<file path="config.mk">
export PLATFORM = sky130hd
export DESIGN_NAME = fetch_exec_top
export DESIGN_NICKNAME = d
export VERILOG_FILES = /design/src/common/fetch_pkg.sv /design/src/hw/fetch/insn_fifo.sv /design/src/hw/fetch/axil_fetch.sv /design/src/hw/insn_decode.sv /design/src/hw/alu_execute.sv /design/src/hw/result_regfile.sv /design/src/hw/fetch_exec_top.sv
export SDC_FILE = /design/constraint.sdc
export NUM_CORES = 1
export LEC_CHECK = 0
export ABC_AREA = 1
export BUFFER_PORTS_ARGS = -buffer_cell sky130_fd_sc_hd__buf_2
export CELL_PAD_IN_SITES_DETAIL_PLACEMENT = 1
export CELL_PAD_IN_SITES_GLOBAL_PLACEMENT = 2
export CORE_MARGIN = 3
export CORE_UTILIZATION = 35
export CTS_BUF_LIST = sky130_fd_sc_hd__clkbuf_16
export DETAILED_ROUTE_END_ITERATION = 10
export PLACE_DENSITY_LB_ADDON = 0.1
export SLEW_MARGIN = 5
export SYNTH_ARGS = -nofsm -noshare
export SYNTH_HDL_FRONTEND = slang
export SYNTH_SLANG_ARGS = --single-unit
export TNS_END_PERCENT = 30
</file>
<file path="constraint.sdc">
create_clock -name S_AXI_ACLK -period 4.4 [get_ports S_AXI_ACLK]
set_input_delay 0.44 -clock S_AXI_ACLK [delete_from_list [all_inputs] [get_ports S_AXI_ACLK]]
set_output_delay 0.44 -clock S_AXI_ACLK [all_outputs]
set_load 0.03 [all_outputs]
</file>
<file path="src/common/fetch_pkg.sv">
// Shared widths, limits, opcode and state enums, and stage structs for the fetch/execute core
package fetch_pkg;

	////////////////////
	// Widths and limits
	////////////////////

	// Bus address and data
	localparam int unsigned ADDR_W = 32;
	localparam int unsigned DATA_W = 32;

	// Most words requested but not yet consumed
	localparam int unsigned FETCH_LIMIT = 8;

	// FIFO depth is 2**LGFIFO
	localparam int unsigned LGFIFO = 3;
	// Outstanding read counter width
	localparam int unsigned LGDEPTH = LGFIFO + 4;

	// Register file
	localparam int unsigned NREGS = 4;
	localparam int unsigned REG_W = 2;

	////////////////////
	// Enums
	////////////////////

	// Opcode field, insn[31:28]
	typedef enum logic [3:0] {
		OP_NOP  = 4'h0,
		OP_LDI  = 4'h1,
		OP_ADDI = 4'h2,
		OP_ADD  = 4'h3,
		OP_SUB  = 4'h4,
		OP_XOR  = 4'h5,
		OP_JMP  = 4'h6,
		OP_BNZ  = 4'h7,
		OP_HALT = 4'h8
	} opcode_e;

	// Machine run state
	typedef enum logic [1:0] {
		ST_RUN    = 2'd0,
		ST_HALTED = 2'd1,
		ST_TRAP   = 2'd2
	} cpu_state_e;

	////////////////////
	// Stage structs
	////////////////////

	// Fetch to decode
	typedef struct packed {
		logic [DATA_W-1:0] insn;
		logic [ADDR_W-1:0] pc;
		logic              err;
	} fetch_word_t;

	// Decode to execute
	typedef struct packed {
		logic              valid;
		opcode_e           op;
		logic [REG_W-1:0]  rd;
		logic [REG_W-1:0]  rs;
		logic [DATA_W-1:0] imm;
		logic [ADDR_W-1:0] pc;
		logic              err;
	} decoded_t;

	// Execute to result, and out of the top
	typedef struct packed {
		logic              valid;
		logic [ADDR_W-1:0] pc;
		logic [REG_W-1:0]  rd;
		logic [DATA_W-1:0] value;
		logic              we;
		opcode_e           op;
	} retire_t;

endpackage

</file>
<file path="src/hw/fetch/insn_fifo.sv">
`timescale 1ns/1ps
// Circular buffer for fetched instruction words and their bus-error bit
module insn_fifo
	import fetch_pkg::*;
(
	input  logic            S_AXI_ACLK,
	input  logic            i_flush,
	input  logic            i_wr,
	input  logic [DATA_W:0] i_data,
	input  logic            i_rd,
	output logic [DATA_W:0] o_data,
	output logic            o_empty,
	output logic            o_full
);

	localparam int unsigned DEPTH = 1 << LGFIFO;

	logic [DATA_W:0] mem [DEPTH];
	// Extra MSB tells full from empty
	logic [LGFIFO:0] wr_ptr;
	logic [LGFIFO:0] rd_ptr;
	logic            do_wr;
	logic            do_rd;

	assign do_wr = i_wr && !o_full;
	assign do_rd = i_rd && !o_empty;

	assign o_empty = (wr_ptr == rd_ptr);
	assign o_full = (wr_ptr[LGFIFO] != rd_ptr[LGFIFO])
		&& (wr_ptr[LGFIFO-1:0] == rd_ptr[LGFIFO-1:0]);

	// Pointers
	always_ff @(posedge S_AXI_ACLK)
	begin
		if (i_flush)
		begin
			wr_ptr <= '0;
			rd_ptr <= '0;
		end
		else
		begin
			if (do_wr)
				wr_ptr <= wr_ptr + 1'b1;
			if (do_rd)
				rd_ptr <= rd_ptr + 1'b1;
		end
	end

	// Storage
	always_ff @(posedge S_AXI_ACLK)
	begin
		if (do_wr)
			mem[wr_ptr[LGFIFO-1:0]] <= i_data;
	end

	// Head word, read straight out
	assign o_data = mem[rd_ptr[LGFIFO-1:0]];

	// Fetch throttle keeps writes below depth
	a_no_overflow: assert property (@(posedge S_AXI_ACLK) disable iff (i_flush)
		i_wr |-> !o_full);

endmodule

</file>
<file path="src/hw/fetch/axil_fetch.sv">
`timescale 1ns/1ps
// AXI-lite instruction fetcher, tracks outstanding reads and flushes stale words on redirect
module axil_fetch
	import fetch_pkg::*;
(
	input  logic              S_AXI_ACLK,
	input  logic              fifo_reset,
	input  logic              i_new_pc,
	input  logic [ADDR_W-1:0] i_pc,
	input  logic              i_ready,
	output fetch_word_t       o_word,
	output logic              o_valid,
	output logic              o_m_axi_arvalid,
	input  logic              i_m_axi_arready,
	output logic [ADDR_W-1:0] o_m_axi_araddr,
	input  logic              i_m_axi_rvalid,
	output logic              o_m_axi_rready,
	input  logic [DATA_W-1:0] i_m_axi_rdata,
	input  logic [1:0]        i_m_axi_rresp
);

	logic [LGDEPTH:0]   outstanding;
	logic [LGDEPTH:0]   flushcount;
	logic [LGDEPTH:0]   new_flushcount;
	logic [LGDEPTH-1:0] fill;
	logic [LGDEPTH:0]   req_load;
	logic               flushing;
	logic               full_bus;
	logic               throttle;
	logic               fetch_en;
	logic               pending_redirect;
	logic [ADDR_W-1:0]  pending_pc;
	logic               ar_hs;
	logic               fifo_clear;
	logic               fifo_wr;
	logic               fifo_rd;
	logic               fifo_empty;
	logic               fifo_full;
	logic [DATA_W:0]    fifo_rd_data;
	logic [DATA_W-1:0]  out_insn;
	logic [ADDR_W-1:0]  out_pc;
	logic               out_err;

	// Responses always taken
	assign o_m_axi_rready = 1'b1;

	assign ar_hs = o_m_axi_arvalid && i_m_axi_arready;
	// Redirect empties the buffer
	assign fifo_clear = fifo_reset || i_new_pc;
	assign fifo_wr = i_m_axi_rvalid && !flushing;
	// Pop whenever the output register is free
	assign fifo_rd = (!o_valid || i_ready) && !fifo_empty;

	////////////////////
	// Outstanding reads
	////////////////////

	always_ff @(posedge S_AXI_ACLK)
	begin
		if (fifo_reset)
			outstanding <= '0;
		else
			case ({ar_hs, i_m_axi_rvalid})
				2'b10: outstanding <= outstanding + 1'b1;
				2'b01: outstanding <= outstanding - 1'b1;
				default: outstanding <= outstanding;
			endcase
	end

	// Counter near wrap
	assign full_bus = outstanding >= (LGDEPTH+1)'((1 << LGDEPTH) - 1);

	// Stale reads at redirect, a held ARVALID counts too
	assign new_flushcount = outstanding + (LGDEPTH+1)'(o_m_axi_arvalid)
		- (LGDEPTH+1)'(i_m_axi_rvalid);

	always_ff @(posedge S_AXI_ACLK)
	begin
		if (fifo_reset)
			flushcount <= '0;
		else if (i_new_pc)
			flushcount <= new_flushcount;
		else if (i_m_axi_rvalid && flushing)
			flushcount <= flushcount - 1'b1;
	end

	assign flushing = (flushcount != '0);

	// Live words requested and not yet popped
	always_ff @(posedge S_AXI_ACLK)
	begin
		if (fifo_clear)
			fill <= '0;
		else
			case ({ar_hs && !pending_redirect, fifo_rd})
				2'b10: fill <= fill + 1'b1;
				2'b01: fill <= fill - 1'b1;
				default: fill <= fill;
			endcase
	end

	// Throttle against the fetch limit
	assign req_load = {1'b0, fill} + (LGDEPTH+1)'(o_m_axi_arvalid)
		+ (LGDEPTH+1)'(o_valid);
	assign throttle = (req_load >= FETCH_LIMIT) || fifo_full;

	////////////////////
	// Read address
	////////////////////

	// Idle until first redirect
	always_ff @(posedge S_AXI_ACLK)
	begin
		if (fifo_reset)
			fetch_en <= 1'b0;
		else if (i_new_pc)
			fetch_en <= 1'b1;
	end

	always_ff @(posedge S_AXI_ACLK)
	begin
		if (fifo_reset)
			o_m_axi_arvalid <= 1'b0;
		else if (!o_m_axi_arvalid || i_m_axi_arready)
		begin
			if (i_new_pc || pending_redirect)
				o_m_axi_arvalid <= 1'b1;
			else
				o_m_axi_arvalid <= fetch_en && !throttle && !full_bus;
		end
	end

	// Redirect while ARVALID stalled, new address waits
	always_ff @(posedge S_AXI_ACLK)
	begin
		if (fifo_reset)
			pending_redirect <= 1'b0;
		else if (!o_m_axi_arvalid || i_m_axi_arready)
			pending_redirect <= 1'b0;
		else if (i_new_pc)
			pending_redirect <= 1'b1;
	end

	always_ff @(posedge S_AXI_ACLK)
	begin
		if (i_new_pc)
			pending_pc <= i_pc;
	end

	// Word steps of four
	always_ff @(posedge S_AXI_ACLK)
	begin
		if (!o_m_axi_arvalid || i_m_axi_arready)
		begin
			if (i_new_pc)
				o_m_axi_araddr <= i_pc;
			else if (pending_redirect)
				o_m_axi_araddr <= pending_pc;
			else if (o_m_axi_arvalid)
				o_m_axi_araddr <= {o_m_axi_araddr[ADDR_W-1:2] + 1'b1, 2'b00};
		end
	end

	// Word buffer, error bit on top
	insn_fifo u_fifo (
		.S_AXI_ACLK (S_AXI_ACLK),
		.i_flush    (fifo_clear),
		.i_wr       (fifo_wr),
		.i_data     ({i_m_axi_rresp[1], i_m_axi_rdata}),
		.i_rd       (fifo_rd),
		.o_data     (fifo_rd_data),
		.o_empty    (fifo_empty),
		.o_full     (fifo_full)
	);

	////////////////////
	// Output register
	////////////////////

	always_ff @(posedge S_AXI_ACLK)
	begin
		if (fifo_clear)
			o_valid <= 1'b0;
		else if (!o_valid || i_ready)
			o_valid <= !fifo_empty;
	end

	always_ff @(posedge S_AXI_ACLK)
	begin
		if (fifo_rd)
		begin
			out_insn <= fifo_rd_data[DATA_W-1:0];
			out_err <= fifo_rd_data[DATA_W];
		end
	end

	// PC of the presented word
	always_ff @(posedge S_AXI_ACLK)
	begin
		if (i_new_pc)
			out_pc <= i_pc;
		else if (o_valid && i_ready)
			out_pc <= out_pc + 32'd4;
	end

	always_comb
	begin
		o_word.insn = out_insn;
		o_word.pc = out_pc;
		o_word.err = out_err;
	end

	// AXI rule, address held until accepted
	a_araddr_stable: assert property (@(posedge S_AXI_ACLK) disable iff (fifo_reset)
		(o_m_axi_arvalid && !i_m_axi_arready)
		|=> (o_m_axi_arvalid && $stable(o_m_axi_araddr)));

	// No response without a request behind it
	a_no_underflow: assert property (@(posedge S_AXI_ACLK) disable iff (fifo_reset)
		i_m_axi_rvalid |-> (outstanding != '0));

endmodule

</file>
<file path="src/hw/insn_decode.sv">
`timescale 1ns/1ps
// Registered decode, splits a fetched word into opcode, registers and sign-extended immediate
module insn_decode
	import fetch_pkg::*;
(
	input  logic        S_AXI_ACLK,
	input  logic        fifo_reset,
	input  logic        i_squash,
	input  logic        i_stall,
	input  fetch_word_t i_word,
	input  logic        i_valid,
	output logic        o_ready,
	output decoded_t    o_dec
);

	opcode_e op_dec;

	// Ready unless the machine has stopped
	assign o_ready = !i_stall;

	// Unknown codes become NOP
	always_comb
	begin
		case (i_word.insn[31:28])
			4'h1: op_dec = OP_LDI;
			4'h2: op_dec = OP_ADDI;
			4'h3: op_dec = OP_ADD;
			4'h4: op_dec = OP_SUB;
			4'h5: op_dec = OP_XOR;
			4'h6: op_dec = OP_JMP;
			4'h7: op_dec = OP_BNZ;
			4'h8: op_dec = OP_HALT;
			default: op_dec = OP_NOP;
		endcase
	end

	always_ff @(posedge S_AXI_ACLK)
	begin
		// Fields only move with an accepted word
		if (!i_stall && i_valid)
		begin
			o_dec.op <= op_dec;
			o_dec.rd <= i_word.insn[27:26];
			o_dec.rs <= i_word.insn[25:24];
			o_dec.imm <= {{(DATA_W-16){i_word.insn[15]}}, i_word.insn[15:0]};
			o_dec.pc <= i_word.pc;
			o_dec.err <= i_word.err;
		end

		// Squash wins over hold
		if (fifo_reset || i_squash)
			o_dec.valid <= 1'b0;
		else if (!i_stall)
			o_dec.valid <= i_valid;
	end

	// Nothing from the old stream survives a redirect
	a_squash_clears: assert property (@(posedge S_AXI_ACLK) disable iff (fifo_reset)
		i_squash |=> (!o_dec.valid && !i_valid));

endmodule

</file>
<file path="src/hw/alu_execute.sv">
`timescale 1ns/1ps
// Execute stage, ALU with result bypass, jump and branch resolution, halt and trap
module alu_execute
	import fetch_pkg::*;
(
	input  logic              S_AXI_ACLK,
	input  logic              fifo_reset,
	input  decoded_t          i_dec,
	input  logic [DATA_W-1:0] i_rd_val,
	input  logic [DATA_W-1:0] i_rs_val,
	output logic [REG_W-1:0]  o_rd_sel,
	output logic [REG_W-1:0]  o_rs_sel,
	output logic              o_new_pc,
	output logic [ADDR_W-1:0] o_new_pc_addr,
	output retire_t           o_retire,
	output cpu_state_e        o_stop
);

	cpu_state_e        state;
	retire_t           ret_q;
	logic [DATA_W-1:0] rd_v;
	logic [DATA_W-1:0] rs_v;
	logic [DATA_W-1:0] alu_out;
	logic              alu_we;
	logic              taken;
	logic              go;

	assign o_rd_sel = i_dec.rd;
	assign o_rs_sel = i_dec.rs;

	////////////////////
	// Operand bypass
	////////////////////

	// Last result not yet in the register file
	assign rd_v = (ret_q.valid && ret_q.we && (ret_q.rd == i_dec.rd))
		? ret_q.value : i_rd_val;
	assign rs_v = (ret_q.valid && ret_q.we && (ret_q.rd == i_dec.rs))
		? ret_q.value : i_rs_val;

	// Work only while running
	assign go = i_dec.valid && (state == ST_RUN);

	always_comb
	begin
		alu_out = '0;
		alu_we = 1'b0;
		taken = 1'b0;
		case (i_dec.op)
			OP_LDI:
			begin
				alu_out = i_dec.imm;
				alu_we = 1'b1;
			end
			OP_ADDI:
			begin
				alu_out = rd_v + i_dec.imm;
				alu_we = 1'b1;
			end
			OP_ADD:
			begin
				alu_out = rd_v + rs_v;
				alu_we = 1'b1;
			end
			OP_SUB:
			begin
				alu_out = rd_v - rs_v;
				alu_we = 1'b1;
			end
			OP_XOR:
			begin
				alu_out = rd_v ^ rs_v;
				alu_we = 1'b1;
			end
			OP_JMP: taken = 1'b1;
			// Branch on register not zero
			OP_BNZ: taken = (rd_v != '0);
			default: alu_out = '0;
		endcase
	end

	// Redirect pulse, same cycle as the jump, also squashes decode
	assign o_new_pc = go && taken && !i_dec.err;
	assign o_new_pc_addr = ADDR_W'(i_dec.imm);

	////////////////////
	// Retire register
	////////////////////

	always_ff @(posedge S_AXI_ACLK)
	begin
		ret_q.pc <= i_dec.pc;
		ret_q.rd <= i_dec.rd;
		ret_q.value <= alu_out;
		ret_q.op <= i_dec.op;
		// Trapped word writes nothing
		ret_q.we <= alu_we && !i_dec.err;

		if (fifo_reset)
			ret_q.valid <= 1'b0;
		else
			ret_q.valid <= go && !i_dec.err;
	end

	// Stop state, only reset leaves it
	always_ff @(posedge S_AXI_ACLK)
	begin
		if (fifo_reset)
			state <= ST_RUN;
		else if (go && i_dec.err)
			state <= ST_TRAP;
		else if (go && (i_dec.op == OP_HALT))
			state <= ST_HALTED;
	end

	assign o_retire = ret_q;
	assign o_stop = state;

	// Once stopped, nothing more retires
	a_no_retire_stopped: assert property (@(posedge S_AXI_ACLK) disable iff (fifo_reset)
		(state != ST_RUN) |=> !o_retire.valid);

endmodule

</file>
<file path="src/hw/result_regfile.sv">
`timescale 1ns/1ps
// Result stage with the register file and the retire report
module result_regfile
	import fetch_pkg::*;
(
	input  logic              S_AXI_ACLK,
	input  logic              fifo_reset,
	input  retire_t           i_retire,
	input  logic [REG_W-1:0]  i_rd_sel,
	input  logic [REG_W-1:0]  i_rs_sel,
	output logic [DATA_W-1:0] o_rd_val,
	output logic [DATA_W-1:0] o_rs_val,
	output retire_t           o_retire
);

	logic [DATA_W-1:0] regs [NREGS];

	////////////////////
	// Register file
	////////////////////

	// Registers start at zero
	always_ff @(posedge S_AXI_ACLK)
	begin
		if (fifo_reset)
		begin
			for (int i = 0; i < NREGS; i++)
				regs[i] <= '0;
		end
		else if (i_retire.valid && i_retire.we)
			regs[i_retire.rd] <= i_retire.value;
	end

	// Asynchronous read ports
	assign o_rd_val = regs[i_rd_sel];
	assign o_rs_val = regs[i_rs_sel];

	// Report goes out the cycle it arrives
	assign o_retire = i_retire;

endmodule

</file>
<file path="src/hw/fetch_exec_top.sv">
`timescale 1ns/1ps
// Fetch and execute subsystem with an AXI-lite instruction read port
module fetch_exec_top
	import fetch_pkg::*;
(
	input  logic              S_AXI_ACLK,
	input  logic              fifo_reset,
	input  logic              i_start,
	input  logic [ADDR_W-1:0] i_start_pc,
	output logic              o_m_axi_arvalid,
	input  logic              i_m_axi_arready,
	output logic [ADDR_W-1:0] o_m_axi_araddr,
	input  logic              i_m_axi_rvalid,
	output logic              o_m_axi_rready,
	input  logic [DATA_W-1:0] i_m_axi_rdata,
	input  logic [1:0]        i_m_axi_rresp,
	output retire_t           o_retire,
	output cpu_state_e        o_state
);

	logic              new_pc;
	logic [ADDR_W-1:0] new_pc_addr;
	logic              exec_new_pc;
	logic [ADDR_W-1:0] exec_new_pc_addr;
	fetch_word_t       fetch_word;
	logic              fetch_valid;
	logic              decode_ready;
	decoded_t          dec;
	logic [REG_W-1:0]  rd_sel;
	logic [REG_W-1:0]  rs_sel;
	logic [DATA_W-1:0] rd_val;
	logic [DATA_W-1:0] rs_val;
	retire_t           exec_retire;

	// Redirect from start or a taken jump
	assign new_pc = i_start || exec_new_pc;
	assign new_pc_addr = i_start ? i_start_pc : exec_new_pc_addr;

	axil_fetch u_fetch (
		.S_AXI_ACLK      (S_AXI_ACLK),
		.fifo_reset      (fifo_reset),
		.i_new_pc        (new_pc),
		.i_pc            (new_pc_addr),
		.i_ready         (decode_ready),
		.o_word          (fetch_word),
		.o_valid         (fetch_valid),
		.o_m_axi_arvalid (o_m_axi_arvalid),
		.i_m_axi_arready (i_m_axi_arready),
		.o_m_axi_araddr  (o_m_axi_araddr),
		.i_m_axi_rvalid  (i_m_axi_rvalid),
		.o_m_axi_rready  (o_m_axi_rready),
		.i_m_axi_rdata   (i_m_axi_rdata),
		.i_m_axi_rresp   (i_m_axi_rresp)
	);

	// Stall once halted or trapped
	insn_decode u_decode (
		.S_AXI_ACLK (S_AXI_ACLK),
		.fifo_reset (fifo_reset),
		.i_squash   (new_pc),
		.i_stall    (o_state != ST_RUN),
		.i_word     (fetch_word),
		.i_valid    (fetch_valid),
		.o_ready    (decode_ready),
		.o_dec      (dec)
	);

	alu_execute u_exec (
		.S_AXI_ACLK    (S_AXI_ACLK),
		.fifo_reset    (fifo_reset),
		.i_dec         (dec),
		.i_rd_val      (rd_val),
		.i_rs_val      (rs_val),
		.o_rd_sel      (rd_sel),
		.o_rs_sel      (rs_sel),
		.o_new_pc      (exec_new_pc),
		.o_new_pc_addr (exec_new_pc_addr),
		.o_retire      (exec_retire),
		.o_stop        (o_state)
	);

	result_regfile u_result (
		.S_AXI_ACLK (S_AXI_ACLK),
		.fifo_reset (fifo_reset),
		.i_retire   (exec_retire),
		.i_rd_sel   (rd_sel),
		.i_rs_sel   (rs_sel),
		.o_rd_val   (rd_val),
		.o_rs_val   (rs_val),
		.o_retire   (o_retire)
	);

endmodule

</file>
==> out/qor.csv <==
stage,metric,value,unit
status,status,completed,
clock_tree,clock slew at reported path FFs,0.06,ns
sta,final hold violations,0,
die,Initial Util,0.3551,
die,boundary pin count,179,
grt,initial antenna violation count,7,
sta,RSZ-0062 raised after global routing,yes,
yosys,Post-Syn Instances,3474,
yosys,sequential area share after synthesis,0.5629,
clock_tree,CTS Hold Buffers Added,0,
grt,largest net degree at the start of global routing,102,
worst_setup_path,cell chain of the critical path,nor3_2 > buf_4 > nand3_1 > nor2_2 > nand3_2 > nor4_4 > buf_4 > nand2_1 > nor2_2 > nand2_1 > ha_1 > nand2_1 > o21ai_1 > ha_1 > a21oi_2 > inv_1 > a21oi_2 > o21ai_2 > a221oi_4 > buf_4 > nand3_1 > nand2_1 > o221ai_1,
grt,first-pass GRT wire length,167800,um
worst_setup_path,crit path max-delay cell type,edfxtp_1,
clock_tree,clock latency on the worst-skew pair,0.66,ns
die,Core Rows,108,
sta,Tcrit/Tclk final,0.9513,
job,MaxCap Viol Count,0,
drt,DR vias,26350,
die,Die Y,303.9,um
pwr,Comb pwr share,0.130,
sta,Slew Limit Fails,0,
drt,Iter 0 DRT Violations,1490,
final_layout,Post-layout nets,3964,
pwr,cell-internal power,0.01091,W
worst_setup_path,WP data arrival,4.61,ns
pwr,PwrDens,393.9,nW/um2
final_layout,filler instances,9984,
drt,DRC viols,0,
placed_design,Inst Count DP,4888,
yosys,Synth warnings,0,
grt,Tot GR Track Use,0.2353,
placed_design,Post-DP HPWL,77610,um
yosys,Mapped Area,31050,um2
die,Die ar.,92320,um2
drt,Post-DRT Antenna Nets,0,
worst_setup_path,"Largest stage delay, worst path",0.49,ns
placed_design,setup slack after placement,-0.2358,ns
yosys,Yosys top cell area share,0.4894,
clock_tree,# clock sinks,620,
pwr,PnR Total Power,0.01494,W
worst_setup_path,Crit path required time,4.82,ns
worst_setup_path,CP Launch Type,flip-flop,
yosys,async set or reset register ratio after synthesis,0,
placed_design,port bufs,168,
sta,clk_skew,0.05602,ns
sta,max_slew headroom,0.3043,
drt,DRT Pass-1 Iters,5,
clock_tree,Longest Clk Path Bufs,3,
sta,Worst-Margin Slew,1.041,ns
pwr,Flop pwr share,0.455,
clock_tree,clk root buf,clkbuf_16,
sta,min Tclk post-route,4.186,ns
die,Die Wd,303.9,um
final_layout,fraction of layout cells with a size suffix above 1,0.1830,
pwr,Leak Pwr,15.61,nW
die,Core Footprint,87430,um2
yosys,Main synth FF type,edfxtp_1,
worst_setup_path,Crit. End Element,flip-flop,
yosys,"EDFF count, synth",506,
clock_tree,CTS tree,built,
pwr,VDD IR max,0.4295,mV
pwr,Clock power frac,0.415,
yosys,syn avg cell area,8.938,um2
hold_path,HP Class,in2reg,
pwr,switching power total,0.004029,W
grt,gr ovfl total,0,
placed_design,Placer Congestion,0.8754,
worst_setup_path,critical path class,reg2reg,
yosys,Commonest cells post-synth,"nand2_1, nor2_1, edfxtp_1",
final_layout,Non-Filler Instances,5043,
clock_tree,H-tree levels,3,
sta,Max Freq,0.2389,GHz
drt,vias per cell,5.225,
yosys,most numerous cell in the Yosys netlist,nand2_1,
sta,final setup fails,0,
worst_setup_path,Most common cell on crit path,nand2_1,
drt,Routed WL per cell,22.06,um
drt,DRT Wirelength,111200,um
sta,final setup margin,0.2143,ns
yosys,Area contributors post-synth,"edfxtp_1, nand2_1, dfxtp_1, nor2_1, o21ai_0",
final_layout,Layout Area Growth over Synthesis,22.13,%
clock_tree,Num CTS Buffers,75,
yosys,Post-Syn Nets,3614,
yosys,post-synth top area cell,edfxtp_1,
grt,via count of the first global-routing pass,28097,
pwr,sw frac,0.2698,
yosys,count of different cell masters after synthesis,54,
yosys,#FFs+latches synth,620,
worst_setup_path,worst-path fanout max,4,
## power by group through the flow
stage | Clock (W) | Combinational, W | Sequential [W]
3_5_place_dp | 0 | 0.00188 | 0.00692
6_report | 0.00620 | 0.00194 | 0.00680
5_1_grt | 0.00658 | 0.00216 | 0.00683
4_1_cts | 0.00636 | 0.00190 | 0.00680
2_1_floorplan | 0 | 0.00104 | 0.00696
3_3_place_gp | 0 | 0.00183 | 0.00691
## sequential cells by signal (all words and copies together), names as in the netlist, named ones only
name / flops
u_fetch.u_fifo.mem: 200
u_result.regs: 128
u_exec.o_retire: 72
u_decode.o_dec: 58
u_fetch.o_m_axi_araddr: 32
u_fetch.out_pc: 32
u_fetch.pending_pc: 32
u_fetch.out_insn: 24
u_fetch.flushcount: 8
u_fetch.outstanding: 8
u_fetch.fill: 7
u_fetch.u_fifo.rd_ptr: 4
u_fetch.u_fifo.wr_ptr: 4
u_exec.o_stop: 2
u_fetch.fetch_en: 1
u_fetch.o_m_axi_arvalid: 1
u_fetch.o_valid: 1
u_fetch.out_err: 1
u_fetch.pending_redirect: 1
## worst paths after layout
kind,startpoint,to,slack (ns),cells past startpoint
worst max register to register,u_decode.o_dec[33],u_exec.o_retire[35],0.21,23
worst min-delay path,i_m_axi_rdata[30],u_fetch.u_fifo.mem[7][30],0.06,1
worst max-delay path,u_decode.o_dec[33],u_exec.o_retire[35],0.21,23
worst min register to register,u_decode.o_dec[2],u_exec.o_retire[40],0.31,0
## what timing repair did
action / 4_1_cts / 5_1_grt
hold endpoints to repair: 0 / 0
endpoints found under the setup margin: 10 / 19
resized for setup: 17 / 147
buffers inserted: 0 / 13
gates cloned: 0 / 1
pin swaps: 2 / 39
## worst max-delay path, delay by kind of cell (launching register included)
kind | cells | cell delay (ns)
simple gates | 11 | 1.33
fa+ha+maj | 2 | 0.66
compound gates | 6 | 0.94
buf+inv | 4 | 0.55
flops | 1 | 0.49
## layer usage
layer / share of wire / GRT usage
met5: 0.00041 / 0
met4: 0.037 / 0.08859
met3: 0.035 / 0.03055
met2: 0.50 / 0.4174
met1: 0.43 / 0.2914
## cell families after synthesis
group	count (synthesis)	synth area share
compound gates	598	0.1091
other cells	1	0.0001208
buf+inv	458	0.05899
simple gates	1648	0.2174
flops	620	0.5629
fa+ha+maj	69	0.02901
xor+xnor	80	0.02257
## cell usage in the layout (no fill, tap or decap), drive strengths merged, types with 7 or more instances in the layout
master / synthesis / layout
nand2: 761 / 761
nor2: 549 / 549
edfxtp: 506 / 506
buf: 51 / 431
inv: 298 / 322
o21ai: 313 / 313
nand3: 198 / 198
a21oi: 129 / 129
dfxtp: 114 / 114
clkbuf: 107 / 77
ha: 64 / 64
nor3: 57 / 57
nand4: 53 / 53
xor2: 48 / 48
o22ai: 40 / 40
a31oi: 39 / 39
clkinv: 2 / 33
xnor2: 32 / 32
o211ai: 20 / 20
or2: 18 / 18
o221ai: 12 / 12
o31ai: 12 / 12
o21a: 10 / 10
bufinv: 0 / 7
## cell type report
class | instances | area, um2 | share of cell area
tap | 1155 | 1445 | 0.03811
clock buffer | 77 | 1927 | 0.05081
antenna | 2 | 5.005 | 0.0001320
multi-input combinational | 2396 | 12320 | 0.3248
clock inverter | 62 | 528.0 | 0.01392
sequential | 620 | 17490 | 0.4612
timing repair buffer | 431 | 3082 | 0.08126
inverter | 300 | 1130 | 0.02979
## per-stage QoR
stage / area (um2) / setup TNS (ns) / utilization / hold slack (ns)
finish: 37920 / 0 / 0.4338 / 0.06110
global route: 37920 / -0.5498 / 0.4337 / 0.05743
CTS: 37330 / 0 / 0.4270 / 0.01829
detailed placement: 34820 / -0.6135 / 0.3983 / 0.3279
global placement: 34820 / -0.3008 / 0.3983 / 0.3265
floorplan: 31050 / -10.64 / - / 0.3233
Note: power is estimated with default switching activity, not from simulation.
